[src/source/rv_pipe_pkg.sv]
`default_nettype none

package rv_pipe_pkg;

    localparam int xlen = 64;
    localparam int reg_addr_width = 5;
    localparam int dmem_words = 32;
    localparam int dmem_addr_width = $clog2(dmem_words);

    localparam logic [6:0] op_reg = 7'b0110011;
    localparam logic [6:0] op_imm = 7'b0010011;
    localparam logic [6:0] op_load = 7'b0000011;
    localparam logic [6:0] op_store = 7'b0100011;

    localparam logic [2:0] f3_add_sub = 3'b000; // also addi.
    localparam logic [2:0] f3_xor = 3'b100;
    localparam logic [2:0] f3_or = 3'b110;
    localparam logic [2:0] f3_and = 3'b111;
    localparam logic [2:0] f3_double = 3'b011; // ld and sd.

    localparam logic [6:0] f7_base = 7'b0000000;
    localparam logic [6:0] f7_sub = 7'b0100000;

    typedef enum logic [2:0] {
        alu_add,
        alu_sub,
        alu_and,
        alu_or,
        alu_xor
    } alu_op_e;

    typedef enum logic [1:0] {
        fwd_none,
        fwd_mem,
        fwd_wb
    } fwd_sel_e;

    typedef union packed {
        struct packed {
            logic [6:0] funct7;
            logic [reg_addr_width-1:0] rs2;
            logic [reg_addr_width-1:0] rs1;
            logic [2:0] funct3;
            logic [reg_addr_width-1:0] rd;
            logic [6:0] opcode;
        } r_fmt;
        struct packed {
            logic [11:0] imm12;
            logic [reg_addr_width-1:0] rs1;
            logic [2:0] funct3;
            logic [reg_addr_width-1:0] rd;
            logic [6:0] opcode;
        } i_fmt;
        struct packed {
            logic [6:0] imm_hi;
            logic [reg_addr_width-1:0] rs2;
            logic [reg_addr_width-1:0] rs1;
            logic [2:0] funct3;
            logic [4:0] imm_lo;
            logic [6:0] opcode;
        } s_fmt;
    } inst_word_u;

endpackage

`default_nettype wire
[src/source/pipe_if.sv]
`timescale 1ns/1ps
`default_nettype none


interface result_if
    import rv_pipe_pkg::*;
();
    logic valid;
    logic [reg_addr_width-1:0] rd;
    logic writes_rd; // never set for x0.
    logic is_load;
    logic [xlen-1:0] data;

    modport src (output valid, rd, writes_rd, is_load, data);
    modport dst (input valid, rd, writes_rd, is_load, data);
    modport snoop (input valid, rd, writes_rd, is_load, data);
    modport sink (input valid, rd, writes_rd, is_load, data);
endinterface

`default_nettype wire

[src/source/mem_stage.sv]
`timescale 1ns/1ps
`default_nettype none

module mem_stage
    import rv_pipe_pkg::*;
(
    input  logic clk,
    input  logic reset,
    result_if.dst mem_res,
    input  logic [xlen-1:0] store_data,
    result_if.src wb_res
);

    logic [xlen-1:0] ram [dmem_words];
    logic [dmem_addr_width-1:0] index;
    logic store_en;

    assign index = mem_res.data[dmem_addr_width+2:3]; // doubleword index.
    assign store_en = mem_res.valid && !mem_res.writes_rd;

    always_ff @(posedge clk) begin
        if (reset) begin
            for (int i = 0; i < dmem_words; i++) begin
                ram[i] <= '0;
            end
        end else if (store_en) begin
            ram[index] <= store_data;
        end
    end

    always_ff @(posedge clk) begin
        if (reset) begin
            wb_res.valid <= 1'b0;
        end else begin
            wb_res.valid <= mem_res.valid;
        end
    end

    always_ff @(posedge clk) begin
        wb_res.rd <= mem_res.rd;
        wb_res.writes_rd <= mem_res.writes_rd;
        wb_res.is_load <= mem_res.is_load;
        wb_res.data <= mem_res.is_load ? ram[index] : mem_res.data;
    end

endmodule

`default_nettype wire

[src/flat_wrapper.sv]
// flat-port wrapper written by rule: the top's interface ports become plain ports
module mem_stage_flat import rv_pipe_pkg::*;
  (clk, reset, store_data, mem_res_valid, mem_res_rd, mem_res_writes_rd, mem_res_is_load, mem_res_data, wb_res_valid, wb_res_rd, wb_res_writes_rd, wb_res_is_load, wb_res_data);
  result_if mem_res_i ();
  result_if wb_res_i ();
  input  logic clk;
  input  logic reset;
  input  logic [xlen-1:0] store_data;
  input wire logic [$bits(mem_res_i.valid)-1:0] mem_res_valid;
  input wire logic [$bits(mem_res_i.rd)-1:0] mem_res_rd;
  input wire logic [$bits(mem_res_i.writes_rd)-1:0] mem_res_writes_rd;
  input wire logic [$bits(mem_res_i.is_load)-1:0] mem_res_is_load;
  input wire logic [$bits(mem_res_i.data)-1:0] mem_res_data;
  output wire logic [$bits(wb_res_i.valid)-1:0] wb_res_valid;
  output wire logic [$bits(wb_res_i.rd)-1:0] wb_res_rd;
  output wire logic [$bits(wb_res_i.writes_rd)-1:0] wb_res_writes_rd;
  output wire logic [$bits(wb_res_i.is_load)-1:0] wb_res_is_load;
  output wire logic [$bits(wb_res_i.data)-1:0] wb_res_data;
  assign mem_res_i.valid = mem_res_valid;
  assign mem_res_i.rd = mem_res_rd;
  assign mem_res_i.writes_rd = mem_res_writes_rd;
  assign mem_res_i.is_load = mem_res_is_load;
  assign mem_res_i.data = mem_res_data;
  assign wb_res_valid = wb_res_i.valid;
  assign wb_res_rd = wb_res_i.rd;
  assign wb_res_writes_rd = wb_res_i.writes_rd;
  assign wb_res_is_load = wb_res_i.is_load;
  assign wb_res_data = wb_res_i.data;
  mem_stage u_core (.clk(clk), .reset(reset), .mem_res(mem_res_i), .store_data(store_data), .wb_res(wb_res_i));
endmodule
[config.mk]
export PLATFORM = sky130hd
export DESIGN_NAME = mem_stage_flat
export DESIGN_NICKNAME = d
export VERILOG_FILES = /design/src/source/rv_pipe_pkg.sv /design/src/source/pipe_if.sv /design/src/source/mem_stage.sv /design/src/flat_wrapper.sv
export SDC_FILE = /design/constraint.sdc
export NUM_CORES = 2
export LEC_CHECK = 0
export BUFFER_PORTS_ARGS = -buffer_cell sky130_fd_sc_hd__buf_2
export CORE_MARGIN = 3
export CORE_UTILIZATION = 45
export DETAILED_ROUTE_END_ITERATION = 10
export PLACE_DENSITY = 0.68
export REMOVE_ABC_BUFFERS = 1
export SLEW_MARGIN = 10
export SYNTH_ARGS = -nofsm -noshare
export SYNTH_HDL_FRONTEND = slang
export SYNTH_SLANG_ARGS = --single-unit
[constraint.sdc]
create_clock -name clk -period 8.4 [get_ports clk]
set_clock_uncertainty 0.1 [all_clocks]
set_input_delay 1.68 -clock clk [delete_from_list [all_inputs] [get_ports clk]]
set_output_delay 1.68 -clock clk [all_outputs]
set_load 0.01 [all_outputs]
== Word-level counts from Yosys, hierarchy flattened ==
Memories as Yosys holds them, arrays and structs flattened.
Cells that the tools add are included.

* Register bits: 72
* ROM bits: 0
* Memories: 1
* Input port bits: 138
* Bits in latches: 0
* Memory bits (writable): 2048
* Word-level logic and storage cells: 18
* Output and inout port bits: 72

{| class="wikitable"
|+ Memory list
! memory !! words !! bits a word !! rd ports !! clocked after Yosys merged registers in !! wr ports !! RTL line !! source
|-
| u_core.ram || 32 || 64 || 1 || 0 || 32 || mem_stage.sv:14 || <nowiki>logic [xlen-1:0] ram [dmem_words];</nowiki>
|}

* Add/subtract/negate cells: 0
* Bitwise logic cells: 0
* Reduce and logical (&&, ||, !) cells: 3
* $lt $le $gt $ge: 0
* Multiply operators: 0
* Divide/modulo/power cells: 0
* Shift operators: 0
* Muxes and demuxes: 9
* Equality and inequality tests: 0

{| class="wikitable"
|+ Operators by type and width
! kind !! number
|-
| $mux 64 || 2
|-
| $reduce_or 64->1 || 1
|-
| $mux 1 || 6
|-
| $mux 5 || 1
|-
| $logic_and 1x1->1 || 1
|-
| $logic_not 1->1 || 1
|}

== Longest topological paths before layout ==
* Depth in word-level cells: 7
* Mapped depth: 9
* Gate-level depth less buffers: 5

== Least setup slack after synthesis ==
Ideal clock, no wire load.

* Path kind: input to register
* Start: input mem_res_valid
* End: memory u_core.ram[20][0], enable pin
* Required time: 7.906 ns
* Stages: 7
* Arrival: 3.457 ns
* Library setup time: 0.394 ns
* Buffers on the path: 2
* Setup slack: 4.449 ns
* Cells stage by stage: nor2b_1 > nor3b_1 > nand2b_1 > clkbuf_1 > nor2_1 > clkbuf_2 > or2_2

{| class="wikitable"
|+ RTL lines
! item !! RTL line !! source
|-
| start, declared || flat_wrapper.sv:9 || <nowiki>input wire logic [$bits(mem_res_i.valid)-1:0] mem_res_valid;</nowiki>
|-
| end, declared || mem_stage.sv:14 ||
|}

==> out/qor.yml <==
status: "complete, no violations"
synthTopCellsByArea: "edfxtp_1 (65%), and2_1 (14%), mux2i_1 (6.1%)"
cts_made_buffers: 216
synth_ff_type: "edfxtp_1"
whs_ns: 0.617
cp-start-kind: "input pin"
finalSetupTns_ns: 0
initial_core_util_pct: 45.4
ys_top_cells_by_count: "and2_1 (2,051), edfxtp_1 (2,048), mux2i_1 (573)"
grt_max_degree: 144
drt_iter0_drc: 8195
grt_pass1_vias: 56000
leakage_nw: 37.7
async_reset_ff_share_pct: 0
yosysMostFrequentCell: "and2_1"
r2r_start: "u_core.ram[17][3]"
fp-row-count: 167
synth-simple-area-share_pct: 15.2
syn_area_per_cell_um2: 14.5
r2r-end: "u_core.wb_res.data[3]"
viasPerCell: 5.95
drc_errors: 0
crit_start: "reset"
vias: 55900
grt_pass1_wl_mm: 408
power_density_nw_per_um2: 223
clock.fmax_mhz: 188
final_max_slew_viol_count: 0
die-width_um: 464
path_class: "input pin to flop"
synth_mux_area_share_pct: 11.5
rsz0062_at_grt: "no"
min_path_type: "flop to flop"
rr_worst_depth: 4
fin_nets: 6539
synth_top_area_cell: "edfxtp_1"
ant_nets: 0
grt_use_total_pct: 26.1
post_cts_resized: 0
grt-ovfl-total: 0
ys_seq_elements: 2120
synth_top_area_share_pct: 65.0
max_slew.worst_pin.slew_ns: 1.34
worstPathArrival_ns: 5.69
synth_warnings: 0
netlist_area_um2: 94600
clkLatencyLatePin_ns: 0.87
post_cts_buffers: 0
synth_top_family_by_area: "simple AND/OR/NAND/NOR gates"
clockBufferDepth: 3
path_clk_slew_ns: 0.06
postSynthCellCount: 6516
post-route-period-util_pct: 63.2
synth_edf_count: 2048
place_congestion: 0.806
critPathMaxFanout: 65
end_kind: "flop"
port_buffers: 209
drive_gt1_share_pct: 14.4
reg2reg_slack_ns: 5.96
synthAdderAreaFrac_pct: 0
yosysSeqAreaShare_pct: 66.6
dieArea_um2: 216000
synth_cell_types: 54
synth-xor-area-share_pct: 0
routed_wl_mm: 285
cap_violations: 0
cts-root-buf: "clkbuf_16"
required_ns: 8.77
post-route-min-period_ns: 5.31
design.core.area_um2: 208000
die_h_um: 464
cts_tree: "built"
dr.pass1.iters: 6
fill_cells: 17200
relSlewSlack_pct: 10.4
ir_worst_vdd_mv: 0.230
antenna_found_initial: 33
htree_levels: 4
dp_hpwl_mm: 153
endpoint: "u_core.ram[18][28]"
synth_compound_area_share_pct: 3.76
avgRoutedWirePerCell_um: 30.4
clock-sinks: 2120
syn_to_final_growth_pct: 10.6
finalHoldViolations: 0
cts-hold-fix-buffers: 0
finalSetupViolations: 0
ios: 210
sequential cells by signal, summed over array words and instances (netlist names):
signal	cells
u_core.wb_res.is_load	1
u_core.wb_res.valid	1
u_core.wb_res.rd	5
u_core.ram	2048
u_core.wb_res.writes_rd	1
u_core.wb_res.data	64
power breakdown:
group | internal, W | leakage (nW) | switching (W)
registers | 0.0121 | 20.1 | 0.000183
clock network | 0.00530 | 3.36 | 0.00415
logic | 0.000510 | 14.2 | 0.00106
worst min path at each step:
stage,startpoint,end,slack (ns),cells after the start
after floorplan,u_core.ram[12][63],u_core.wb_res.data[63],0.51,4
after global placement,u_core.ram[21][40],u_core.wb_res.data[40],0.60,4
after detailed placement,u_core.ram[23][40],u_core.wb_res.data[40],0.61,4
after CTS,u_core.ram[0][18],u_core.wb_res.data[18],0.60,4
after global routing,u_core.ram[21][12],u_core.wb_res.data[12],0.66,4
final,u_core.ram[21][53],u_core.wb_res.data[53],0.62,4
placed cells by master (no fill, tap or decap), types with 13 or more instances in the layout:
master     Yosys  layout
mux4_2       203     203
clkinv_1       0      45
o221ai_1      48      48
o22ai_1      196     196
clkbuf_16      0     217
a31oi_1       60      60
nor3_1        52      52
nand2_1       14      13
clkbuf_1     475      62
nor2_4         0      33
clkbuf_8       0      15
nor4_1        13      13
mux2i_1      573     573
clkinv_2       0      37
mux2_2        48      48
a21oi_1      105     105
buf_4         38      98
a211o_1       48      48
and2_1      2051    2050
dfxtp_1       72      72
nor2_1       158     125
diode_2        0      14
o21ai_0       66      66
edfxtp_1    2048    2048
bufinv_16      0      13
or2_4          0      32
buf_2        106     205
final cells by class:
| cell class | instances | area [µm²] | area share, % |
|---|---|---|---|
| tap | 2788 | 3490 | 3.33 |
| timing repair buffer | 319 | 2110 | 2.02 |
| clock buffer | 294 | 5870 | 5.61 |
| antenna | 14 | 35.0 | 0.0335 |
| clock inverter | 112 | 1010 | 0.970 |
| multi-input combinational | 3744 | 29200 | 27.9 |
| sequential | 2120 | 62900 | 60.2 |
worst max-delay path, cell delays in order:
cell and delay [ns]:
buf_2 0.30, nor2b_1 0.25, nor3b_1 0.37, nand2_1 0.51, nor2_4 0.21, buf_4 0.85, or2_4 0.83, buf_4 0.59
metal layers:
metal  track usage [%]  share of wire, %  vias up
met3              5.68                10      590
li1                  -                 -    23500
met5            0.0446             0.016        -
met2              41.6                47     3268
met4              9.25               3.7        8
met1              35.5                39    28600
stage by stage:
stage               setup slack (ns)  total power, W  util, %  std cells  instance area, µm²
CTS                             3.29          0.0234     50.2       9375              105000
global placement                2.39          0.0141     46.9       8965               97500
detailed placement              2.38          0.0141     46.9       8969               97600
floorplan                       3.30          0.0132        -       5864               91700
finish                          3.09          0.0233     50.3       9391              105000
global route                    3.07          0.0240     50.3       9380              105000
cell families (layout without fill, tap and decap cells):
kind of cell	after synthesis	in the layout
muxes	825	825
DFF	2120	2120
and+or+nand+nor	2365	2365
AOI/OAI and AO/OA	554	554
buffers and inverters	652	725
other	0	14
(Power assumes the default switching activity.)
