[src/source/rv_pipe_pkg.sv]
`default_nettype none

package rv_pipe_pkg;

    localparam int xlen = 64;
    localparam int reg_addr_width = 5;
    localparam int dmem_words = 32;
    localparam int dmem_addr_width = $clog2(dmem_words);

    localparam logic [6:0] op_reg = 7'b0110011;
    localparam logic [6:0] op_imm = 7'b0010011;
    localparam logic [6:0] op_load = 7'b0000011;
    localparam logic [6:0] op_store = 7'b0100011;

    localparam logic [2:0] f3_add_sub = 3'b000; // also addi.
    localparam logic [2:0] f3_xor = 3'b100;
    localparam logic [2:0] f3_or = 3'b110;
    localparam logic [2:0] f3_and = 3'b111;
    localparam logic [2:0] f3_double = 3'b011; // ld and sd.

    localparam logic [6:0] f7_base = 7'b0000000;
    localparam logic [6:0] f7_sub = 7'b0100000;

    typedef enum logic [2:0] {
        alu_add,
        alu_sub,
        alu_and,
        alu_or,
        alu_xor
    } alu_op_e;

    typedef enum logic [1:0] {
        fwd_none,
        fwd_mem,
        fwd_wb
    } fwd_sel_e;

    typedef union packed {
        struct packed {
            logic [6:0] funct7;
            logic [reg_addr_width-1:0] rs2;
            logic [reg_addr_width-1:0] rs1;
            logic [2:0] funct3;
            logic [reg_addr_width-1:0] rd;
            logic [6:0] opcode;
        } r_fmt;
        struct packed {
            logic [11:0] imm12;
            logic [reg_addr_width-1:0] rs1;
            logic [2:0] funct3;
            logic [reg_addr_width-1:0] rd;
            logic [6:0] opcode;
        } i_fmt;
        struct packed {
            logic [6:0] imm_hi;
            logic [reg_addr_width-1:0] rs2;
            logic [reg_addr_width-1:0] rs1;
            logic [2:0] funct3;
            logic [4:0] imm_lo;
            logic [6:0] opcode;
        } s_fmt;
    } inst_word_u;

endpackage

`default_nettype wire
[src/source/pipe_if.sv]
`timescale 1ns/1ps
`default_nettype none


interface result_if
    import rv_pipe_pkg::*;
();
    logic valid;
    logic [reg_addr_width-1:0] rd;
    logic writes_rd; // never set for x0.
    logic is_load;
    logic [xlen-1:0] data;

    modport src (output valid, rd, writes_rd, is_load, data);
    modport dst (input valid, rd, writes_rd, is_load, data);
    modport snoop (input valid, rd, writes_rd, is_load, data);
    modport sink (input valid, rd, writes_rd, is_load, data);
endinterface

`default_nettype wire

[src/source/hazard_ctrl.sv]
`timescale 1ns/1ps
`default_nettype none

module hazard_ctrl
    import rv_pipe_pkg::*;
(
    input  logic [reg_addr_width-1:0] rs1,
    input  logic [reg_addr_width-1:0] rs2,
    input  logic uses_rs1,
    input  logic uses_rs2,
    input  logic id_valid,
    result_if.snoop ex_res,
    result_if.snoop mem_res,
    output logic stall,
    output fwd_sel_e fwd_a,
    output fwd_sel_e fwd_b
);

    logic ex_hit_a;
    logic ex_hit_b;
    logic mem_hit_a;
    logic mem_hit_b;

    function automatic logic src_hit(
        input logic [reg_addr_width-1:0] src,
        input logic used,
        input logic stage_valid,
        input logic stage_writes,
        input logic [reg_addr_width-1:0] stage_rd
    );
        return used && (src != '0) && stage_valid && stage_writes && (src == stage_rd);
    endfunction

    // the selects are registered with the instruction, so each producer has moved
    // one stage on by the time the consumer executes.
    function automatic fwd_sel_e pick_source(input logic ex_hit, input logic mem_hit);
        return ex_hit ? fwd_mem : (mem_hit ? fwd_wb : fwd_none);
    endfunction

    assign ex_hit_a = src_hit(rs1, uses_rs1, ex_res.valid, ex_res.writes_rd, ex_res.rd);
    assign ex_hit_b = src_hit(rs2, uses_rs2, ex_res.valid, ex_res.writes_rd, ex_res.rd);
    assign mem_hit_a = src_hit(rs1, uses_rs1, mem_res.valid, mem_res.writes_rd, mem_res.rd);
    assign mem_hit_b = src_hit(rs2, uses_rs2, mem_res.valid, mem_res.writes_rd, mem_res.rd);

    assign fwd_a = pick_source(ex_hit_a, mem_hit_a);
    assign fwd_b = pick_source(ex_hit_b, mem_hit_b);

    // load data only exists after the memory stage, one cycle too late for execute.
    assign stall = id_valid && ex_res.is_load && (ex_hit_a || ex_hit_b);

endmodule

`default_nettype wire

[src/flat_wrapper.sv]
// flat-port wrapper written by rule: the top's interface ports become plain ports
module hazard_ctrl_flat import rv_pipe_pkg::*;
  (rs1, rs2, uses_rs1, uses_rs2, id_valid, stall, fwd_a, fwd_b, ex_res_valid, ex_res_rd, ex_res_writes_rd, ex_res_is_load, ex_res_data, mem_res_valid, mem_res_rd, mem_res_writes_rd, mem_res_is_load, mem_res_data);
  result_if ex_res_i ();
  result_if mem_res_i ();
  input  logic [reg_addr_width-1:0] rs1;
  input  logic [reg_addr_width-1:0] rs2;
  input  logic uses_rs1;
  input  logic uses_rs2;
  input  logic id_valid;
  output logic stall;
  output fwd_sel_e fwd_a;
  output fwd_sel_e fwd_b;
  input wire logic [$bits(ex_res_i.valid)-1:0] ex_res_valid;
  input wire logic [$bits(ex_res_i.rd)-1:0] ex_res_rd;
  input wire logic [$bits(ex_res_i.writes_rd)-1:0] ex_res_writes_rd;
  input wire logic [$bits(ex_res_i.is_load)-1:0] ex_res_is_load;
  input wire logic [$bits(ex_res_i.data)-1:0] ex_res_data;
  input wire logic [$bits(mem_res_i.valid)-1:0] mem_res_valid;
  input wire logic [$bits(mem_res_i.rd)-1:0] mem_res_rd;
  input wire logic [$bits(mem_res_i.writes_rd)-1:0] mem_res_writes_rd;
  input wire logic [$bits(mem_res_i.is_load)-1:0] mem_res_is_load;
  input wire logic [$bits(mem_res_i.data)-1:0] mem_res_data;
  assign ex_res_i.valid = ex_res_valid;
  assign ex_res_i.rd = ex_res_rd;
  assign ex_res_i.writes_rd = ex_res_writes_rd;
  assign ex_res_i.is_load = ex_res_is_load;
  assign ex_res_i.data = ex_res_data;
  assign mem_res_i.valid = mem_res_valid;
  assign mem_res_i.rd = mem_res_rd;
  assign mem_res_i.writes_rd = mem_res_writes_rd;
  assign mem_res_i.is_load = mem_res_is_load;
  assign mem_res_i.data = mem_res_data;
  hazard_ctrl u_core (.rs1(rs1), .rs2(rs2), .uses_rs1(uses_rs1), .uses_rs2(uses_rs2), .id_valid(id_valid), .ex_res(ex_res_i), .mem_res(mem_res_i), .stall(stall), .fwd_a(fwd_a), .fwd_b(fwd_b));
endmodule
[config.mk]
export PLATFORM = sky130hd
export DESIGN_NAME = hazard_ctrl_flat
export DESIGN_NICKNAME = d
export VERILOG_FILES = /design/src/source/rv_pipe_pkg.sv /design/src/source/pipe_if.sv /design/src/source/hazard_ctrl.sv /design/src/flat_wrapper.sv
export SDC_FILE = /design/constraint.sdc
export NUM_CORES = 1
export LEC_CHECK = 0
export ABC_AREA = 1
export CAP_MARGIN = 15
export CORE_AREA = 4 4 60 62
export DETAILED_ROUTE_END_ITERATION = 12
export DIE_AREA = 0 0 64 66
export DONT_BUFFER_PORTS = 1
export SYNTH_ARGS = -nofsm -noshare
export SYNTH_HDL_FRONTEND = slang
export SYNTH_SLANG_ARGS = --single-unit
[constraint.sdc]
create_clock -name vclk -period 0.8
set_input_delay 0 -clock vclk [all_inputs]
set_output_delay 0 -clock vclk [all_outputs]
set_load 0.02 [all_outputs]
# Word level (Yosys, flattened, before mapping)
# Cells that the tools add are included.
[word_totals]
reg_bits = 0
latch_bits = 0
ram_bits = 0
romBits = 0
input_bits = 157
out_inout_bits = 5
wordCells = 27
n_memories = 0
[op_classes]
add_sub_neg = 0
multipliers = 0
div = 0
n_lt_le_gt_ge = 0
eq_ne = 4
shifts = 0
mux = 4
bitwise = 0
reduce_logical = 19
[ops]
columns = ["operator", "count"]
rows = [
  ["equality test 5 bit", 4],
  ["logical AND 1 bit", 16],
  ["nonzero test 5 bit", 2],
  ["two-way mux 2 bit", 4],
  ["logical OR 1 bit", 1],
]

# Longest topological paths before layout
# Gate-level depths: netlist of run 1.
[logic_depth]
ltp_word = 7
ltp_mapped = 7

# Worst setup path after synthesis of run 1
# Ideal clock, no wire load.
[synth_path]
path_type = "input to output"
from = "in mem_res_rd[3]"
to = "out fwd_a[1]"
arrival_time_ns = 0.712
required_time_ns = 0.800
path_slack_ns = 0.088
stages = 6
path_cell_list = "inv_1 -> nand2_1 -> o21ai_0 -> nor3_1 -> nand3_1 -> nor2_1"
[synth_via]
elab_chain_cells = 4
[synth_lines]
columns = ["element", "line", "source"]
rows = [
  ["start: declaration", "flat_wrapper.sv:20", "input wire logic [$bits(mem_res_i.rd)-1:0] mem_res_rd;"],
  ["equality test 5 bit", "hazard_ctrl.sv:31", "return used && (src != '0) && stage_valid && stage_writes && (src == stage_rd);"],
  ["logical AND 1 bit", "hazard_ctrl.sv:31", ""],
  ["two-way mux 2 bit (2 in a row)", "hazard_ctrl.sv:37", "return ex_hit ? fwd_mem : (mem_hit ? fwd_wb : fwd_none);"],
  ["end: declaration", "flat_wrapper.sv:12", "output fwd_sel_e fwd_a;"],
]
# No other way between the ends.

# Worst setup path after layout of run 1
[layout_path]
from = "in mem_res_rd[1]"
to = "out fwd_a[1]"
# The elaborated chain is that of the path after synthesis.

==> results.py, run 1 <==
metrics = {
    "yosys": {
        "synth_seq_area_share_pct": 0,
        "yosys.area_share.adder_pct": 0,
        "post_synth_main_area_contributors": "sky130_fd_sc_hd__nand2_1 29%, sky130_fd_sc_hd__inv_1 12%, sky130_fd_sc_hd__nand3_1 11%",
        "synthMostInstantiatedCell": "sky130_fd_sc_hd__nand2_1",
        "synth_compound_area_share_pct": 8.310,
        "ys_types": 15,
        "synth.top_cell.area_share_pct": 29.09,
        "post_synth_xor_area_fraction_pct": 11.63,
        "synthesis.area_sq_um": 451.7,
        "postSynthCellCount": 98,
        "netlist_top_cells_count": "35 x sky130_fd_sc_hd__nand2_1, 14 x sky130_fd_sc_hd__inv_1, 13 x sky130_fd_sc_hd__nor2_1, 10 x sky130_fd_sc_hd__nand3_1, 5 x sky130_fd_sc_hd__xor2_1",
        "portion_of_netlist_area_occupied_by_mux_cells_pct": 0,
        "synth-warning-count": 0,
        "avgSynthCellArea_sq_um": 4.609,
        "synth_top_family_by_area": "simple AND/OR/NAND/NOR gates",
        "post_synth_and_or_nand_nor_area_fraction_pct": 61.77,
        "mappedNetlistNets": 255,
        "synth_top_cell_by_area": "sky130_fd_sc_hd__nand2_1",
    },
    "layout": {
        "drive_above_1_share_pct": 19.00,
        "flow.area_growth_from_synthesis_pct": 21.88,
        "n_sequential_cell": 0,
        "finalNonFillerCells": 144,
        "fillers": 370,
        "fin_util_pct": 18.18,
        "insertedDiodeCount": 0,
        "seqCellArea_sq_um": 0,
        "multi_input_comb_area_sq_um": 397.9,
        "finalNetCount": 259,
        "clockBufferCount": 0,
    },
    "detailed_routing": {
        "vias_per_cell": 3.993,
        "drt.antenna.violating_nets": 0,
        "via_count_of_the_routed_design": 575,
        "drt_iter0_drc": 6,
        "detailedRoute.firstPassIterationCount": 4,
        "wirelength_microns": 1605,
        "route.detailed.wl_per_inst_microns": 11.15,
        "drt_drc_violations_left": 0,
    },
    "floorplan": {
        "die_w_microns": 64,
        "dieArea_sq_um": 4224,
        "core_region_area_sq_um": 3028,
        "floorplan.initialDensity_pct": 14.92,
        "core_rows": 20,
        "num_io_pins": 162,
        "die_height_microns": 66,
    },
    "worst_setup_path": {
        "critical_path_required_ns": 0.80,
        "cp_data_arrival_time_ns": 0.75,
        "critical-path-slowest-cell": "sky130_fd_sc_hd__nor3_2",
        "critPathCaptureType": "primary output",
        "worst_path_dominant_cell_family": "simple AND/OR/NAND/NOR gates",
        "timing_worst_setup_path_type": "in -> out",
        "crit_buf_inv": 2,
        "cell_by_cell_listing_of_the_critical_path": "inv_1 -> nand2_1 -> nand3_2 -> nor3_2 -> nand3_1 -> nor2_1 -> buf_4",
        "cpPeakStageDelay_ns": 0.21,
        "setup.worst_path.start_class": "input pin",
        "crit_path_max_fanout": 4,
    },
    "global_routing": {
        "overflow_left_after_global_routing": 0,
        "grt_max_degree": 6,
        "global_route.usage.total_pct": 7.684,
        "vias_in_the_first_global_route": 612,
        "initial_antenna_violation_count": 0,
        "grt_pass1_wl_microns": 2684,
    },
    "placement": {
        "number_of_cells_in_the_design_after_placement": 144,
        "finalWeightedCongestion": 0.8913,
        "post-dp-hpwl_microns": 1470,
        "port-buffer-count": 0,
    },
    "sta": {
        "hold_slack_ns": 0.1516,
        "number_of_pins_with_negative_max_slew_slack_in_the_final_report": 0,
        "final_period_minus_worst_setup_slack_ns": 0.7523,
        "max_clock_freq_ghz": 1.329,
        "timing.slew.headroom_pct": 82.67,
        "final_setup_violations": 0,
        "timing.final.hold_violations": 0,
        "grt_setup_unrepaired": "yes",
        "period_share_pct": 94.04,
        "timing_worst_slew_pin_value_ns": 0.2572,
    },
    "power": {
        "power_density_nw_per_um2": 321.3,
        "ir_worst_vdd_mv": 0.1018,
        "power.static_leakage_nw": 0.2961,
    },
    "job": {
        "cap_violations": 0,
    },
    "hold_path": {
        "min_path_type": "in -> out",
    },
    "clock_tree": {
        "holdBufCountCts": 0,
    },
    "run_status": {
        "run_status": "completed",
    },
}
-- stage by stage --
stage          setup TNS, ns  worst slack, ns  area [sq um]  power [W]
6_report                   0          0.04767         550.5  0.0001769
5_1_grt             -0.06938         -0.04312         550.5  0.0002041
4_1_cts                    0        0.0009222         521.8  0.0001664
3_5_place_dp               0         0.002926         521.8  0.0001655
3_3_place_gp               0         0.008318         521.8  0.0001631
2_1_floorplan              0          0.08799         451.7  0.0001384
-- layer usage --
| layer | up-vias | routed length, microns | track usage [%] |
|---|---|---|---|
| li1 | 302 | - | - |
| met1 | 243 | 653 | 9.677 |
| met2 | 30 | 764 | 13.94 |
| met3 | 0 | 187 | 1.871 |
| met4 | 0 | 0 | 0 |
| met5 | - | 0 | 0 |
-- where the power goes --
| group | internal [W] | switching (W) |
|---|---|---|
| combinational | 0.0000728 | 0.000104 |
| clock | 0 | 0 |
| sequential | 0 | 0 |
-- placed cells by master (no fill, tap or decap) --
| cell type | n |
|---|---|
| sky130_fd_sc_hd__nand2_1 | 34 |
| sky130_fd_sc_hd__nor2_2 | 2 |
| sky130_fd_sc_hd__inv_2 | 5 |
| sky130_fd_sc_hd__nand3_1 | 9 |
| sky130_fd_sc_hd__o21ai_1 | 1 |
| sky130_fd_sc_hd__nand2_2 | 1 |
| sky130_fd_sc_hd__buf_4 | 4 |
| sky130_fd_sc_hd__a21oi_4 | 1 |
| sky130_fd_sc_hd__nor3_2 | 2 |
| sky130_fd_sc_hd__xor2_1 | 5 |
| sky130_fd_sc_hd__nor2_1 | 13 |
| sky130_fd_sc_hd__nand4_1 | 1 |
| sky130_fd_sc_hd__inv_1 | 13 |
| sky130_fd_sc_hd__nand3_2 | 2 |
| sky130_fd_sc_hd__a21oi_2 | 2 |
| sky130_fd_sc_hd__xnor2_1 | 1 |
| sky130_fd_sc_hd__nor3_1 | 2 |
| sky130_fd_sc_hd__o21ai_0 | 2 |
-- worst paths after layout --
path / from / endpoint / slack [ns] / cells past startpoint
hold / removal: ex_res_is_load / stall / 0.15 / 2
setup / recovery: mem_res_rd[1] / fwd_a[1] / 0.05 / 7
-- kinds of logic after synthesis --
family / count (synthesis)
compound gates: 6
simple gates: 66
buf+inv: 20
xor+xnor: 6
-- layout make-up --
class	instances	share of cell area, %
Multi-Input combinational cell	78	72.27
Tap cell	44	10.00
Inverter	18	12.27
Timing Repair Buffer	4	5.455
-- timing repair --
| action | CTS | global route |
|---|---|---|
| setup endpoints to repair | 0 | 4 |
| hold endpoints to repair | 0 | 0 |
| resized for setup | 0 | 8 |
| setup buffers | 0 | 0 |
Power figures use the tool's default switching activity.
==> run 2: changes to the inputs <==
SETUP_SLACK_MARGIN = 0.2   (was default)
==> run 2 against run 1 <==
Compared with the run above: count of clock-buffer cells in the layout is the same; sequential cell count is the same; highest routed layer unchanged; die area is the same; worst setup slack gained 0.085 ns; global-route usage shrank 0.57 points; routed wire length shrank 6.6%; power grew 15%; critical path depth is the same; non-clock buffer count shrank 2; first-iteration DRC count shrank 17%; cell count shrank 1.4%; fmax grew 13%.
==> results.py, run 2 (synthesis results as in run 1) <==
metrics = {
    "detailed_routing": {
        "route.detailed.wl_per_inst_microns": 10.56,
        "drt_iter0_drc": 5,
        "drt_drc_violations_left": 0,
        "drt.antenna.violating_nets": 0,
        "detailedRoute.firstPassIterationCount": 4,
        "wirelength_microns": 1499,
        "via_count_of_the_routed_design": 563,
        "vias_per_cell": 3.965,
    },
    "global_routing": {
        "grt_pass1_wl_microns": 2484,
        "global_route.usage.total_pct": 7.112,
        "vias_in_the_first_global_route": 541,
        "initial_antenna_violation_count": 0,
        "grt_max_degree": 6,
        "overflow_left_after_global_routing": 0,
    },
    "layout": {
        "final_cell_mix": "27 x sky130_fd_sc_hd__nand2_1, 11 x sky130_fd_sc_hd__nor2_1, 7 x sky130_fd_sc_hd__inv_2, 7 x sky130_fd_sc_hd__inv_1",
        "finalNetCount": 257,
        "drive_above_1_share_pct": 36.73,
        "seqCellArea_sq_um": 0,
        "clockBufferCount": 0,
        "mostFrequentLayoutCell": "sky130_fd_sc_hd__nand2_1",
        "n_sequential_cell": 0,
        "fillers": 356,
        "insertedDiodeCount": 0,
        "flow.area_growth_from_synthesis_pct": 42.94,
    },
    "clock_tree": {
        "post_cts.repair.setup_buffers": 0,
    },
    "hold_path": {
        "min_path_type": "in -> out",
    },
    "worst_setup_path": {
        "cp_data_arrival_time_ns": 0.67,
        "critical_path_required_ns": 0.80,
        "crit_path_max_fanout": 3,
        "critPathCaptureType": "primary output",
        "setup.worst_path.start_class": "input pin",
        "timing_worst_setup_path_type": "in -> out",
    },
    "placement": {
        "finalWeightedCongestion": 0.7717,
        "post-dp-hpwl_microns": 1371,
        "port-buffer-count": 0,
    },
    "sta": {
        "final_setup_violations": 0,
        "final_period_minus_worst_setup_slack_ns": 0.6670,
        "timing.slew.headroom_pct": 86.94,
        "timing.final.hold_violations": 0,
        "max_clock_freq_ghz": 1.499,
        "number_of_pins_with_negative_max_slew_slack_in_the_final_report": 0,
        "grt_setup_unrepaired": "yes",
        "timing_worst_slew_pin_value_ns": 0.1939,
        "period_share_pct": 83.37,
        "timing.setup.tns_ns": 0,
    },
    "power": {
        "power_density_nw_per_um2": 314.4,
        "ir_worst_vdd_mv": 0.1211,
        "power.static_leakage_nw": 0.2978,
        "report.power.total_w": 0.0002030,
    },
    "floorplan": {
        "core_region_area_sq_um": 3028,
        "die_w_microns": 64,
        "num_io_pins": 162,
        "floorplan.initialDensity_pct": 14.92,
        "core_rows": 20,
        "dieArea_sq_um": 4224,
        "die_height_microns": 66,
    },
    "job": {
        "cap_violations": 0,
    },
    "run_status": {
        "run_status": "completed",
    },
}
## run 2: cell types whose count changed in the layout (fill, tap and decap cells not counted), sizes merged
| cell | delta |
|---|---|
| buf | -2 |
| clkinvlp | +1 |
| inv | -1 |
## run 2: power breakdown
part	switching [W]	total [W]	internal, W
Sequential	0	0	0
Combinational	0.000110	0.000203	0.0000933
Clock	0	0	0
## run 2: what timing repair did
| item | in CTS | in global routing |
|---|---|---|
| gates resized for setup | 26 | 8 |
| hold buffers | 0 | 0 |
| pin swaps | 25 | 6 |
| hold endpoints to repair | 0 | 0 |
| endpoints found under the setup margin | 5 | 5 |
## run 2: final cells by class
cell class                 count  area (sq um)  area share, %
multi-input combinational     78         476.7          73.84
inverter                      18         91.34          14.15
tap                           44         55.05          8.527
timing repair buffer           2         22.52          3.488
## run 2: final timing paths
path              depth (start not counted)      startpoint       end
setup / recovery                          7    ex_res_rd[2]  fwd_a[0]
hold / removal                            2  ex_res_is_load     stall
## run 2: worst max-delay path, stage by stage
cell and delay, ns:
sky130_fd_sc_hd__inv_1 0.03, sky130_fd_sc_hd__nand2_2 0.05, sky130_fd_sc_hd__nand2_1 0.05, sky130_fd_sc_hd__nor2_1 0.10, sky130_fd_sc_hd__nand4_1 0.15, sky130_fd_sc_hd__nor2_4 0.16
sky130_fd_sc_hd__buf_6 0.13
## run 2: per-stage QoR
step	setup WS, ns	utilization, %	instance area [sq um]	hold slack [ns]	instances
floorplan	0.1659	-	488.0	0.1330	98
global placement	0.05205	17.93	543.0	0.1360	142
detailed placement	0.03521	17.93	543.0	0.1361	142
CTS	0.08565	20.45	619.3	0.1361	142
global route	0.03526	21.32	645.6	0.1429	142
finish	0.1330	21.32	645.6	0.1350	142
## run 2: routing by layer
layer  up-vias  track usage (%)  share of wire (%)
li1        301                -                  -
met1       234            9.274                 43
met2        28            12.00                 43
met3         0            2.381                 14
met4         0                0                  0
met5         -                0                  0
