$ cat config.mk
export PLATFORM = sky130hd
export DESIGN_NAME = exec_unit_flat
export DESIGN_NICKNAME = d
export VERILOG_FILES = /design/src/source/rv_pipe_pkg.sv /design/src/source/pipe_if.sv /design/src/source/exec_unit.sv /design/src/flat_wrapper.sv
export SDC_FILE = /design/constraint.sdc
export NUM_CORES = 1
export LEC_CHECK = 0
export BUFFER_PORTS_ARGS = -buffer_cell sky130_fd_sc_hd__buf_4
export CAP_MARGIN = 20
export CORE_MARGIN = 2
export CORE_UTILIZATION = 45
export DETAILED_ROUTE_END_ITERATION = 6
export GPL_ROUTABILITY_DRIVEN = 0
export PLACE_DENSITY = 0.7
export SLEW_MARGIN = 15
export SYNTH_ARGS = -nofsm -noshare
export SYNTH_HDL_FRONTEND = slang
export SYNTH_SLANG_ARGS = --single-unit
$ cat constraint.sdc
create_clock -name clk -period 8.5 [get_ports clk]
set_input_delay 1.7 -clock clk [delete_from_list [all_inputs] [get_ports clk]]
set_output_delay 1.7 -clock clk [all_outputs]
set_load 0.01 [all_outputs]
$ cat src/source/rv_pipe_pkg.sv
`default_nettype none

package rv_pipe_pkg;

    localparam int xlen = 64;
    localparam int reg_addr_width = 5;
    localparam int dmem_words = 32;
    localparam int dmem_addr_width = $clog2(dmem_words);

    localparam logic [6:0] op_reg = 7'b0110011;
    localparam logic [6:0] op_imm = 7'b0010011;
    localparam logic [6:0] op_load = 7'b0000011;
    localparam logic [6:0] op_store = 7'b0100011;

    localparam logic [2:0] f3_add_sub = 3'b000; // also addi.
    localparam logic [2:0] f3_xor = 3'b100;
    localparam logic [2:0] f3_or = 3'b110;
    localparam logic [2:0] f3_and = 3'b111;
    localparam logic [2:0] f3_double = 3'b011; // ld and sd.

    localparam logic [6:0] f7_base = 7'b0000000;
    localparam logic [6:0] f7_sub = 7'b0100000;

    typedef enum logic [2:0] {
        alu_add,
        alu_sub,
        alu_and,
        alu_or,
        alu_xor
    } alu_op_e;

    typedef enum logic [1:0] {
        fwd_none,
        fwd_mem,
        fwd_wb
    } fwd_sel_e;

    typedef union packed {
        struct packed {
            logic [6:0] funct7;
            logic [reg_addr_width-1:0] rs2;
            logic [reg_addr_width-1:0] rs1;
            logic [2:0] funct3;
            logic [reg_addr_width-1:0] rd;
            logic [6:0] opcode;
        } r_fmt;
        struct packed {
            logic [11:0] imm12;
            logic [reg_addr_width-1:0] rs1;
            logic [2:0] funct3;
            logic [reg_addr_width-1:0] rd;
            logic [6:0] opcode;
        } i_fmt;
        struct packed {
            logic [6:0] imm_hi;
            logic [reg_addr_width-1:0] rs2;
            logic [reg_addr_width-1:0] rs1;
            logic [2:0] funct3;
            logic [4:0] imm_lo;
            logic [6:0] opcode;
        } s_fmt;
    } inst_word_u;

endpackage

`default_nettype wire
$ cat src/source/pipe_if.sv
`timescale 1ns/1ps
`default_nettype none

interface issue_if
    import rv_pipe_pkg::*;
();
    logic valid;
    alu_op_e alu_op;
    logic [reg_addr_width-1:0] rd;
    logic writes_rd;
    logic is_load;
    logic is_store;
    logic [xlen-1:0] rs1_data;
    logic [xlen-1:0] rs2_data;
    logic [xlen-1:0] imm;
    logic use_imm;
    fwd_sel_e fwd_a;
    fwd_sel_e fwd_b;

    modport src (output valid, alu_op, rd, writes_rd, is_load, is_store,
                 rs1_data, rs2_data, imm, use_imm, fwd_a, fwd_b);
    modport dst (input valid, alu_op, rd, writes_rd, is_load, is_store,
                 rs1_data, rs2_data, imm, use_imm, fwd_a, fwd_b);
endinterface

interface result_if
    import rv_pipe_pkg::*;
();
    logic valid;
    logic [reg_addr_width-1:0] rd;
    logic writes_rd; // never set for x0.
    logic is_load;
    logic [xlen-1:0] data;

    modport src (output valid, rd, writes_rd, is_load, data);
    modport dst (input valid, rd, writes_rd, is_load, data);
    modport snoop (input valid, rd, writes_rd, is_load, data);
    modport sink (input valid, rd, writes_rd, is_load, data);
endinterface

`default_nettype wire

$ cat src/source/exec_unit.sv
`timescale 1ns/1ps
`default_nettype none

module exec_unit
    import rv_pipe_pkg::*;
(
    input  logic clk,
    input  logic reset,
    issue_if.dst issue,
    result_if.snoop wb_res,
    result_if.src mem_res,
    output logic [xlen-1:0] store_data
);

    logic [xlen-1:0] opnd_a;
    logic [xlen-1:0] opnd_b;
    logic [xlen-1:0] alu_b;
    logic [xlen-1:0] alu_res;

    function automatic logic [xlen-1:0] fwd_mux(
        input fwd_sel_e sel,
        input logic [xlen-1:0] reg_data,
        input logic [xlen-1:0] mem_data,
        input logic [xlen-1:0] wb_data
    );
        logic [xlen-1:0] value;
        case (sel)
            fwd_mem: value = mem_data;
            fwd_wb: value = wb_data;
            default: value = reg_data;
        endcase
        return value;
    endfunction

    assign opnd_a = fwd_mux(issue.fwd_a, issue.rs1_data, mem_res.data, wb_res.data);
    assign opnd_b = fwd_mux(issue.fwd_b, issue.rs2_data, mem_res.data, wb_res.data);
    assign alu_b = issue.use_imm ? issue.imm : opnd_b;

    always_comb begin
        case (issue.alu_op)
            alu_sub: alu_res = opnd_a - alu_b;
            alu_and: alu_res = opnd_a & alu_b;
            alu_or: alu_res = opnd_a | alu_b;
            alu_xor: alu_res = opnd_a ^ alu_b;
            default: alu_res = opnd_a + alu_b; // also the ld and sd address.
        endcase
    end

    // only register writers and stores stay valid past execute, so a valid entry
    // without a destination is a store.
    always_ff @(posedge clk) begin
        if (reset) begin
            mem_res.valid <= 1'b0;
        end else begin
            mem_res.valid <= issue.valid && (issue.writes_rd || issue.is_store);
        end
    end

    always_ff @(posedge clk) begin
        mem_res.rd <= issue.rd;
        mem_res.writes_rd <= issue.writes_rd;
        mem_res.is_load <= issue.is_load;
        mem_res.data <= alu_res;
        store_data <= opnd_b; // rs2 after forwarding.
    end

endmodule

`default_nettype wire

$ cat src/flat_wrapper.sv
// flat-port wrapper written by rule: the top's interface ports become plain ports
module exec_unit_flat import rv_pipe_pkg::*;
  (clk, reset, store_data, issue_valid, issue_alu_op, issue_rd, issue_writes_rd, issue_is_load, issue_is_store, issue_rs1_data, issue_rs2_data, issue_imm, issue_use_imm, issue_fwd_a, issue_fwd_b, wb_res_valid, wb_res_rd, wb_res_writes_rd, wb_res_is_load, wb_res_data, mem_res_valid, mem_res_rd, mem_res_writes_rd, mem_res_is_load, mem_res_data);
  issue_if issue_i ();
  result_if wb_res_i ();
  result_if mem_res_i ();
  input  logic clk;
  input  logic reset;
  output logic [xlen-1:0] store_data;
  input wire logic [$bits(issue_i.valid)-1:0] issue_valid;
  input wire logic [$bits(issue_i.alu_op)-1:0] issue_alu_op;
  input wire logic [$bits(issue_i.rd)-1:0] issue_rd;
  input wire logic [$bits(issue_i.writes_rd)-1:0] issue_writes_rd;
  input wire logic [$bits(issue_i.is_load)-1:0] issue_is_load;
  input wire logic [$bits(issue_i.is_store)-1:0] issue_is_store;
  input wire logic [$bits(issue_i.rs1_data)-1:0] issue_rs1_data;
  input wire logic [$bits(issue_i.rs2_data)-1:0] issue_rs2_data;
  input wire logic [$bits(issue_i.imm)-1:0] issue_imm;
  input wire logic [$bits(issue_i.use_imm)-1:0] issue_use_imm;
  input wire logic [$bits(issue_i.fwd_a)-1:0] issue_fwd_a;
  input wire logic [$bits(issue_i.fwd_b)-1:0] issue_fwd_b;
  input wire logic [$bits(wb_res_i.valid)-1:0] wb_res_valid;
  input wire logic [$bits(wb_res_i.rd)-1:0] wb_res_rd;
  input wire logic [$bits(wb_res_i.writes_rd)-1:0] wb_res_writes_rd;
  input wire logic [$bits(wb_res_i.is_load)-1:0] wb_res_is_load;
  input wire logic [$bits(wb_res_i.data)-1:0] wb_res_data;
  output wire logic [$bits(mem_res_i.valid)-1:0] mem_res_valid;
  output wire logic [$bits(mem_res_i.rd)-1:0] mem_res_rd;
  output wire logic [$bits(mem_res_i.writes_rd)-1:0] mem_res_writes_rd;
  output wire logic [$bits(mem_res_i.is_load)-1:0] mem_res_is_load;
  output wire logic [$bits(mem_res_i.data)-1:0] mem_res_data;
  assign issue_i.valid = issue_valid;
  assign issue_i.alu_op = issue_alu_op;
  assign issue_i.rd = issue_rd;
  assign issue_i.writes_rd = issue_writes_rd;
  assign issue_i.is_load = issue_is_load;
  assign issue_i.is_store = issue_is_store;
  assign issue_i.rs1_data = issue_rs1_data;
  assign issue_i.rs2_data = issue_rs2_data;
  assign issue_i.imm = issue_imm;
  assign issue_i.use_imm = issue_use_imm;
  assign issue_i.fwd_a = issue_fwd_a;
  assign issue_i.fwd_b = issue_fwd_b;
  assign wb_res_i.valid = wb_res_valid;
  assign wb_res_i.rd = wb_res_rd;
  assign wb_res_i.writes_rd = wb_res_writes_rd;
  assign wb_res_i.is_load = wb_res_is_load;
  assign wb_res_i.data = wb_res_data;
  assign mem_res_valid = mem_res_i.valid;
  assign mem_res_rd = mem_res_i.rd;
  assign mem_res_writes_rd = mem_res_i.writes_rd;
  assign mem_res_is_load = mem_res_i.is_load;
  assign mem_res_data = mem_res_i.data;
  exec_unit u_core (.clk(clk), .reset(reset), .issue(issue_i), .wb_res(wb_res_i), .mem_res(mem_res_i), .store_data(store_data));
endmodule
# Word-level counts from Yosys, hierarchy flattened
# Cells that the tools add are included.
# word_totals
reg_bits,136
inputBits,283
out_inout_bits,136
elab_cells,25
# classes
addsub,2
n_eq_ne,8
n_mux,4
bitwise_logic,3
reduce_logical,2
# op_table
cell,n
64-bit one-hot mux with 2 select lines,2
64-bit one-hot mux with 4 select lines,1
64-bit adder,1
64-bit bitwise AND,1
64-bit 2-to-1 mux,1
64-bit OR,1
64-bit subtractor,1
64-bit XOR,1
"3-bit by 2-bit == test with 1-bit output, second input constant",2
"2-bit by 1-bit == test with 1-bit output, second input constant",2
"2-bit == test, second input constant",2
"3-bit by 1-bit == test with 1-bit output, second input constant",1
"3-bit == test, second input constant",1
1-bit logical AND,1
1-bit logical OR,1

# Logic depth before layout (Yosys ltp)
# Gate-level depths: netlist (run 1).
# depth
ltp_word,5
mapped_depth,28
depth_no_buf,24

# Worst setup path after synthesis (run 1)
# OpenSTA, ideal clock, no wires.
# synth_path
kind,input port to flip-flop
from,input port issue_use_imm
to,register u_core.mem_res.data[62]
t_arrival_ns,7.265
required_time_ns,8.371
setup_slack_ns,1.107
path_stages,25
cell_sequence,inv_2 buf_2 buf_1 buf_2 buf_1 clkbuf_1 mux2i_1 ha_1 nand4_1 nor4_2 nand2_1 or2_2 nand2_1 xnor2_1 ha_1 clkbuf_1 nand4_1 or4b_1 a211oi_1 o21bai_1 a31o_2 o211a_1 o41ai_1 xnor2_1 o21ai_0
# synth_via
elab_chain_len,3
word_cells_on_any_way,7
cone_classes,add/sub (2); mux (2); bitwise (3)
# synth_rtl
element,line_no,text
from (decl),flat_wrapper.sv:19,input wire logic [$bits(issue_i.use_imm)-1:0] issue_use_imm;
64-bit 2-to-1 mux (*),exec_unit.sv:37,assign alu_b = issue.use_imm ? issue.imm : opnd_b;
"64-bit adder, or another cell as far along",exec_unit.sv:45,default: alu_res = opnd_a + alu_b;
64-bit one-hot mux with 4 select lines (*),exec_unit.sv:40,case (issue.alu_op)
via u_core.alu_res[62],exec_unit.sv:18,logic [xlen-1:0] alu_res;
to (signal assigned),exec_unit.sv:63,mem_res.data <= alu_res;
to (decl),pipe_if.sv:35,"modport src (output valid, rd, writes_rd, is_load, data);"
# The timed path passes the listed nets; every way through them passes the cells marked *.
# A chain may end at the register's enable or synchronous reset.

# Worst setup path after layout (run 1)
# layout_path
from,input port issue_fwd_b[0]
to,register u_core.mem_res.data[62]
# layout_via
elab_chain_len,5
word_cells_on_any_way,10
cone_classes,add/sub (2); eq/ne (2); mux (3); bitwise (3)
# layout_rtl
element,line_no,text
from (decl),flat_wrapper.sv:21,input wire logic [$bits(issue_i.fwd_b)-1:0] issue_fwd_b;
2-bit == test or 2-bit by 1-bit == test with 1-bit output (tied branches),exec_unit.sv:27,case (sel)
64-bit one-hot mux with 2 select lines (*),exec_unit.sv:27,
via u_core.opnd_b[1],exec_unit.sv:16,logic [xlen-1:0] opnd_b;
64-bit 2-to-1 mux (*),exec_unit.sv:37,
64-bit adder or 64-bit subtractor (tied branches),"exec_unit.sv:45, exec_unit.sv:41",
64-bit one-hot mux with 4 select lines (*),exec_unit.sv:40,
via u_core.alu_res[62],exec_unit.sv:18,
# Marked as above.

==> impl_results.md, run 1 <==
* Worst VDD drop at 0.164 mV
* DRC viols at 0
* Crit-path cells: buf_4 > inv_1 > ha_4 > o21ai_0 > mux2i_1 > ha_1 > nand4_1 > nor4_2 > nand2_1 > or2_2 > nand2_1 > xnor2_1 > ha_1 > nand4_1 > or4b_1 > a211oi_1 > o21bai_1 > a31o_2 > o211a_1 > o41ai_1 > xnor2_1 > o21ai_0
* Total Wirelength at 59.9 mm
* Clk_lat worst skew at 0.46 ns
* Root buffer cell: clkbuf_16
* Clock Skews at 0.0110 ns
* Die Ht at 190 um
* Vias in the first global route at 16700
* Worst Setup Path Type: in -> reg
* Unrepaired setup endpoints after global routing: false
* Met2 Resource Use GR at 0.534
* Placed Cells at 2876
* Initial drt markers at 1433
* Critical Path RT at 8.83 ns
* Routed vias at 17500
* Synthesis-to-layout area growth at 25.7%
* Synthesized instance count at 2109
* TritonCTS Buffers at 17
* Worst EP arrival at 8.30 ns
* Placed Instance Area at 18900 sq um
* Core area at 34300 sq um
* Synth warn at 0
* CP Launch Type: input pin
* Slowest stage delay, CP at 0.65 ns
* Final Net Count at 2934
* Post-CTS Setup Bufs at 0
* Crit path buf inv count at 2
* Top delay family on crit path: compound AO/OA/AOI/OAI gates
* Slew headroom at 0.343
* H-tree levels at 4
* Slew at the pin closest to its max-slew limit at 0.985 ns
* Final period utilization at 0.938
* Leading register cell type out of synthesis: dfxtp_1
* Non-Filler Instances at 2909
* Grt total ovfl at 0
* Clock slew at reported path FFs at 0.07 ns
* Fmax at 125 MHz
* Die area at 36100 sq um
* EDFF count, synth at 0
* Hold Path Class: reg -> reg
* Pleak at 9.18 nW
* Total GRT Usage at 0.319
* Gr busiest metal: met2
* Post-Syn Nets at 2603
* Post-synth ARST share at 0
* Initial antenna violation count at 1
* Initial Utilization at 0.454
* Final ANT Viol Nets at 0
* Syn avg cell area at 7.38 sq um
* GRT met3 Usage at 0.0461
* Distinct cells, synth at 80
* #FFs+latches synth at 136
* Setup TNS at 0 ns
* CTS tree: yes
* Cell row count at 68
* Vias/cell at 6.01
* Post-cts sizing count at 0
* Wire length per cell at 20.6 um
* First-pass GRT wire length at 91.1 mm
* Final-report max-slew violation count at 0
* Worst slack at placement at 0.270 ns
* CTS Sinks at 136
* Slowest cell on crit path: ha_4
* Max cap viols at 0
* Final min period at 7.97 ns
* Clk buf depth at 2
* Fin worst setup slack at 0.530 ns
* Ports at 419
* TritonRoute pass-1 iters at 5
* Seq/Total Area, Yosys at 0.175
* Setup Viol. Count Final at 0
* Layout cells sized above 1 at 0.214
* Endpoint class of the critical path: flip-flop
* Count of final hold-check violations at 0
* Post-CTS Hold Fix Bufs at 0
* Worst-path fanout max at 57
* Met1 usage in global routing at 0.414
* Status: complete, no violations
* DPL Wire Length at 45.7 mm
* DIE WIDTH at 190 um
* Post-Synthesis Cell Area at 15600 sq um
* Number of buffers added on ports at 410
* Largest net degree at the start of global routing at 92
* Post-route cell area at 19600 sq um
* PwrDens at 204 nW/um^2
cell usage after synthesis (all sizes together), types with 7 or more instances:
| library cell | n | area (sq um) |
|---|---|---|
| a211oi | 29 | 218 |
| a21boi | 7 | 63.8 |
| a21o | 28 | 210 |
| a21oi | 188 | 941 |
| a221o | 15 | 150 |
| a221oi | 26 | 240 |
| a22oi | 116 | 871 |
| a31oi | 8 | 50.1 |
| and2 | 13 | 83.8 |
| and3 | 8 | 50.1 |
| buf | 41 | 265 |
| clkbuf | 89 | 335 |
| dfxtp | 136 | 2720 |
| ha | 210 | 2630 |
| inv | 182 | 683 |
| mux2 | 16 | 180 |
| mux2i | 31 | 310 |
| nand2 | 210 | 788 |
| nand2b | 15 | 93.8 |
| nand3 | 13 | 65.1 |
| nand4 | 23 | 144 |
| nor2 | 138 | 518 |
| nor2b | 27 | 169 |
| nor3 | 36 | 185 |
| nor4 | 12 | 103 |
| o21a | 11 | 82.6 |
| o21ai | 193 | 966 |
| o21bai | 16 | 120 |
| o22ai | 30 | 188 |
| o31ai | 31 | 246 |
| o41ai | 8 | 92.6 |
| or3 | 12 | 80.1 |
| xnor2 | 92 | 806 |
| xor2 | 31 | 272 |
stage by stage:
| stage | power (W) | utilization | hold slack, ns |
|---|---|---|---|
| after floorplan | 0.00225 | - | 0.577 |
| after global placement | 0.00302 | 0.551 | 0.554 |
| after detailed placement | 0.00307 | 0.551 | 0.557 |
| after CTS | 0.00396 | 0.570 | 0.581 |
| after global routing | 0.00423 | 0.571 | 0.638 |
| final | 0.00399 | 0.571 | 0.583 |
path summary, 6_finish.rpt:
| check | start | to | slack [ns] | cells after the start |
|---|---|---|---|---|
| worst max-delay path | issue_fwd_b[0] | u_core.mem_res.data[62] | 0.53 | 22 |
| worst min-delay path | u_core.mem_res.data[55] | u_core.store_data[55] | 0.58 | 2 |
| worst max register to register | u_core.mem_res.data[1] | u_core.mem_res.data[62] | 2.25 | 20 |
| worst min register to register | u_core.mem_res.data[55] | u_core.store_data[55] | 0.58 | 2 |
layout by cell type, fill, tap and decap left out, types with 14 or more instances in the layout:
cell type	instances
buf_4	442
nand2_1	210
ha_1	206
o21ai_0	189
a21oi_1	188
inv_1	180
nor2_1	137
dfxtp_1	136
a22oi_1	116
xnor2_1	92
nor3_1	35
mux2i_1	31
xor2_1	31
o31ai_1	30
o22ai_1	30
a211oi_1	29
a21o_1	28
nor2b_1	26
a221oi_1	24
nand4_1	23
clkbuf_16	17
mux2_2	16
o21bai_1	16
a221o_1	15
nand2b_1	14
per-layer routing:
metal  up-vias  part of all wire
li1       8233                 -
met1      8278              0.43
met2       873              0.46
met3       112             0.079
met4         0             0.031
met5         -                 0
cell type report:
type	instances	area, sq um
multi-input cells	1661	11600
inverters	182	683
diodes	1	2.50
well taps	455	569
flip-flops and latches	136	2720
fillers	3239	14700
repair buffers	442	3320
clock inverters	10	191
clock buffers	22	474
worst register-to-register path, cell delays in order (launching register included):
cell      delay, ns
dfxtp_1        0.33
a22oi_1        0.13
o21ai_0        0.20
mux2i_1        0.44
ha_1           0.29
nand4_1        0.20
nor4_2         0.42
nand2_1        0.25
or2_2          0.36
nand2_1        0.09
xnor2_1        0.08
ha_1           0.43
nand4_1        0.25
or4b_1         0.60
a211oi_1       0.45
o21bai_1       0.20
a31o_2         0.28
o211a_1        0.32
o41ai_1        0.56
xnor2_1        0.17
o21ai_0        0.09
kinds of logic (layout without fill, tap and decap cells):
logic type / after synthesis / count (layout) / share of synthesized area
AO/OA/AOI/OAI: 753 / 753 / 0.312
XOR/XNOR: 123 / 123 / 0.0692
adder cells (fa/ha/maj): 211 / 211 / 0.170
buffers and inverters: 312 / 656 / 0.0825
flip-flops: 136 / 136 / 0.175
multiplexers: 47 / 47 / 0.0315
other: 0 / 1 / 0
AND/OR/NAND/NOR: 527 / 527 / 0.160
registers in the layout, indices dropped and copies added, names as in the netlist:
register and flops:
u_core.store_data 64, u_core.mem_res.rd 5, u_core.mem_res.data 64, u_core.mem_res.writes_rd 1, u_core.mem_res.is_load 1, u_core.mem_res.valid 1
power by group:
| group | internal [W] | switching [W] | total (W) |
|---|---|---|---|
| registers | 0.000823 | 0.000151 | 0.000974 |
| logic | 0.000906 | 0.00123 | 0.00214 |
| clock network | 0.000546 | 0.000326 | 0.000872 |
Power figures use the tool's default switching activity.
==> run 2, diff against run 1 <==
--- a/config.mk
+++ b/config.mk
@@ -8,10 +8,11 @@
 export BUFFER_PORTS_ARGS = -buffer_cell sky130_fd_sc_hd__buf_4
 export CAP_MARGIN = 20
 export CORE_MARGIN = 2
-export CORE_UTILIZATION = 45
+export CORE_UTILIZATION = 50
 export DETAILED_ROUTE_END_ITERATION = 6
 export GPL_ROUTABILITY_DRIVEN = 0
-export PLACE_DENSITY = 0.7
+export MAX_ROUTING_LAYER = met4
+export PLACE_DENSITY = 0.77
 export SLEW_MARGIN = 15
 export SYNTH_ARGS = -nofsm -noshare
 export SYNTH_HDL_FRONTEND = slang
==> run 2 against run 1 <==
Via count increased by 2.1%; non-clock buffer count decreased by 3; critical path depth decreased by 1; clock power decreased by 6.3%; critical endpoint unchanged.
==> impl_results.md, run 2 (synthesis results as in run 1) <==
* Status: complete, no violations
* Die area at 32600 sq um (-9.8%)
* Root buffer cell: clkbuf_16
* Post-route cell area at 19400 sq um (-0.81%)
* Count of final hold-check violations at 0 (unchanged)
* Clk buf depth at 2 (unchanged)
* Placed Instance Area at 18800 sq um (-0.51%)
* Vias/cell at 6.27 (+4.3%)
* Wire length per cell at 21.0 um (+2.2%)
* TritonRoute pass-1 iters at 6 (+1)
* First-pass GRT wire length at 91.5 mm (+0.36%)
* Pleak at 9.13 nW (-0.59%)
* CTS Sinks at 136 (unchanged)
* Largest net degree at the start of global routing at 69 (-25%)
* Final ANT Viol Nets at 0 (unchanged)
* H-tree levels at 4 (unchanged)
* Worst VDD drop at 0.155 mV (-6.0%)
* Cell-internal power at 0.00219 W (-3.6%)
* Routed vias at 17900 (+2.1%)
* Setup TNS at 0 ns (unchanged)
* Worst Setup Path Type: in -> reg
* PwrDens at 203 nW/um^2 (-0.43%)
* Final period utilization at 0.919 (-0.0190)
* DIE WIDTH at 180 um (-5.0%)
* Unrepaired setup endpoints after global routing: false
* Setup Viol. Count Final at 0 (unchanged)
* Clock slew at reported path FFs at 0.07 ns (about the same)
* Post-CTS Setup Bufs at 0 (unchanged)
* Worst slack at placement at 0.493 ns (+0.223 ns)
* CTS tree: yes
* TritonCTS Buffers at 17 (unchanged)
* Initial Utilization at 0.509 (+0.0549)
* Post-cts sizing count at 0 (unchanged)
* Critical Path RT at 8.79 ns (-0.04 ns)
* Initial antenna violation count at 1 (unchanged)
* FF-to-FF setup slack at 2.29 ns (+0.04 ns)
* Comb pwr share at 0.546 (+0.009)
* Fin worst setup slack at 0.691 ns (+0.161 ns)
* DRC viols at 0 (unchanged)
* Core area at 30600 sq um (-11%)
* Max cap viols at 0 (unchanged)
* Commonest non-fill, non-tap cell in the layout: buf_4
* Die Ht at 180 um (-5.0%)
* Cell row count at 64 (-5.9%)
* Vias in the first global route at 16900 (+1.5%)
* Post-CTS Hold Fix Bufs at 0 (unchanged)
* FF-to-FF End: u_core.mem_res.data[62]
* Worst EP arrival at 8.10 ns (-0.20 ns)
* Initial drt markers at 2128 (+48%)
* Ports at 419 (unchanged)
* Most frequent cells in the layout: buf_4 (439), nand2_1 (210), ha_1 (206)
* Clock share of power at 0.208 (-0.011)
* Reg2Reg Depth at 18 (-10%)
* Hold Path Class: reg -> reg
* Worst-path fanout max at 31 (-46%)
* Fmax at 128 MHz (+2.1%)
* Grt total ovfl at 0 (unchanged)
* Switching pwr at 0.00174 W (+1.9%)
* Total Wirelength at 59.9 mm (about the same)
* Slew at the pin closest to its max-slew limit at 1.03 ns (+0.0407 ns)
* Setup crit start: issue_fwd_b[1]
* Worst Setup EP: u_core.mem_res.data[62]
* Slew headroom at 0.316 (-0.0271)
* Clock Skews at 0.0114 ns (+0.000402 ns)
* Final min period at 7.81 ns (-0.161 ns)
* Final-report max-slew violation count at 0 (unchanged)
* Layout Utilization at 0.634 (+0.0638)
* Synthesis-to-layout area growth at 24.6%
* Clk_lat worst skew at 0.44 ns (-0.02 ns)
* DPL Wire Length at 45.7 mm (+0.10%)
* Layout cells sized above 1 at 0.213 (-0.000963)
* CP Launch Type: input pin
* Number of buffers added on ports at 410 (unchanged)
* Total GRT Usage at 0.357 (+0.0383)
* Final Net Count at 2931 (-0.10%)
* Reg-to-reg startpoint: u_core.mem_res.data[13]
* Endpoint class of the critical path: flip-flop
* Switch share at 0.443 (+0.0138)
* Largest regs: u_core.mem_res.data (64), u_core.store_data (64), u_core.mem_res.rd (5)
* Sequential power share at 0.246 (+0.002)
==> run 2: cell types whose count changed in the layout (fill, tap and decap cells not counted), sizes merged <==
cell	delta
bufinv	-2
clkbuf	-3
diode	+1
clkinvlp	+3
inv	+4
buf	-3
clkinv	-2
==> run 2: per-layer routing <==
layer / vias to the layer above / share of wire / track usage
met5: - / 0 / -
met4: 0 / 0.039 / 0.136
met3: 176 / 0.087 / 0.0485
met2: 1055 / 0.46 / 0.581
met1: 8391 / 0.41 / 0.448
li1: 8239 / - / -
==> run 2: per-stage QoR <==
stage               hold WS, ns  total power, W  cells
global placement          0.551         0.00301   2814
floorplan                 0.577         0.00225   2109
CTS                       0.558         0.00388   2846
finish                    0.574         0.00394   2848
detailed placement        0.555         0.00306   2814
global route              0.607         0.00414   2847
==> run 2: how the worst min path moves through the flow <==
stage / start / endpoint / slack, ns / cells after the start
after floorplan: u_core.mem_res.data[19] / u_core.store_data[19] / 0.58 / 2
final: u_core.mem_res.data[57] / u_core.store_data[57] / 0.57 / 2
after CTS: u_core.mem_res.data[57] / u_core.store_data[57] / 0.56 / 2
after global placement: u_core.mem_res.data[55] / u_core.store_data[55] / 0.55 / 2
after detailed placement: u_core.mem_res.data[57] / u_core.store_data[57] / 0.55 / 2
after global routing: u_core.mem_res.data[55] / u_core.store_data[55] / 0.61 / 2
==> run 2: layout make-up <==
type | instances | area, sq um
sequential | 136 | 2720
antenna | 2 | 5.00
tap | 396 | 495
clock buffer | 19 | 433
clock inverter | 13 | 168
timing repair buffer | 439 | 3300
inverter | 182 | 683
multi-input combinational | 1661 | 11600
fill | 2762 | 11200
==> run 2: power by group through the flow <==
stage | registers, W | clock network [W] | logic, W
floorplan | 0.00102 | 0 | 0.00123
global placement | 0.000973 | 0 | 0.00204
detailed placement | 0.000973 | 0 | 0.00208
CTS | 0.000962 | 0.000815 | 0.00210
global route | 0.000984 | 0.000840 | 0.00232
finish | 0.000969 | 0.000817 | 0.00215
==> run 2: critical path, stage by stage <==
cell      delay, ns
buf_4          0.10
inv_1          0.04
ha_2           0.43
a221oi_1       0.67
o22a_1         0.24
a22oi_1        0.16
or3_4          0.48
or2_2          0.33
a21oi_1        0.33
xnor2_1        0.11
ha_1           0.39
nand2_1        0.13
nor3_1         0.30
or4b_1         0.52
a211oi_1       0.50
o21bai_1       0.19
a31o_2         0.28
o211a_1        0.33
o41ai_1        0.56
xnor2_1        0.20
o21ai_0        0.10
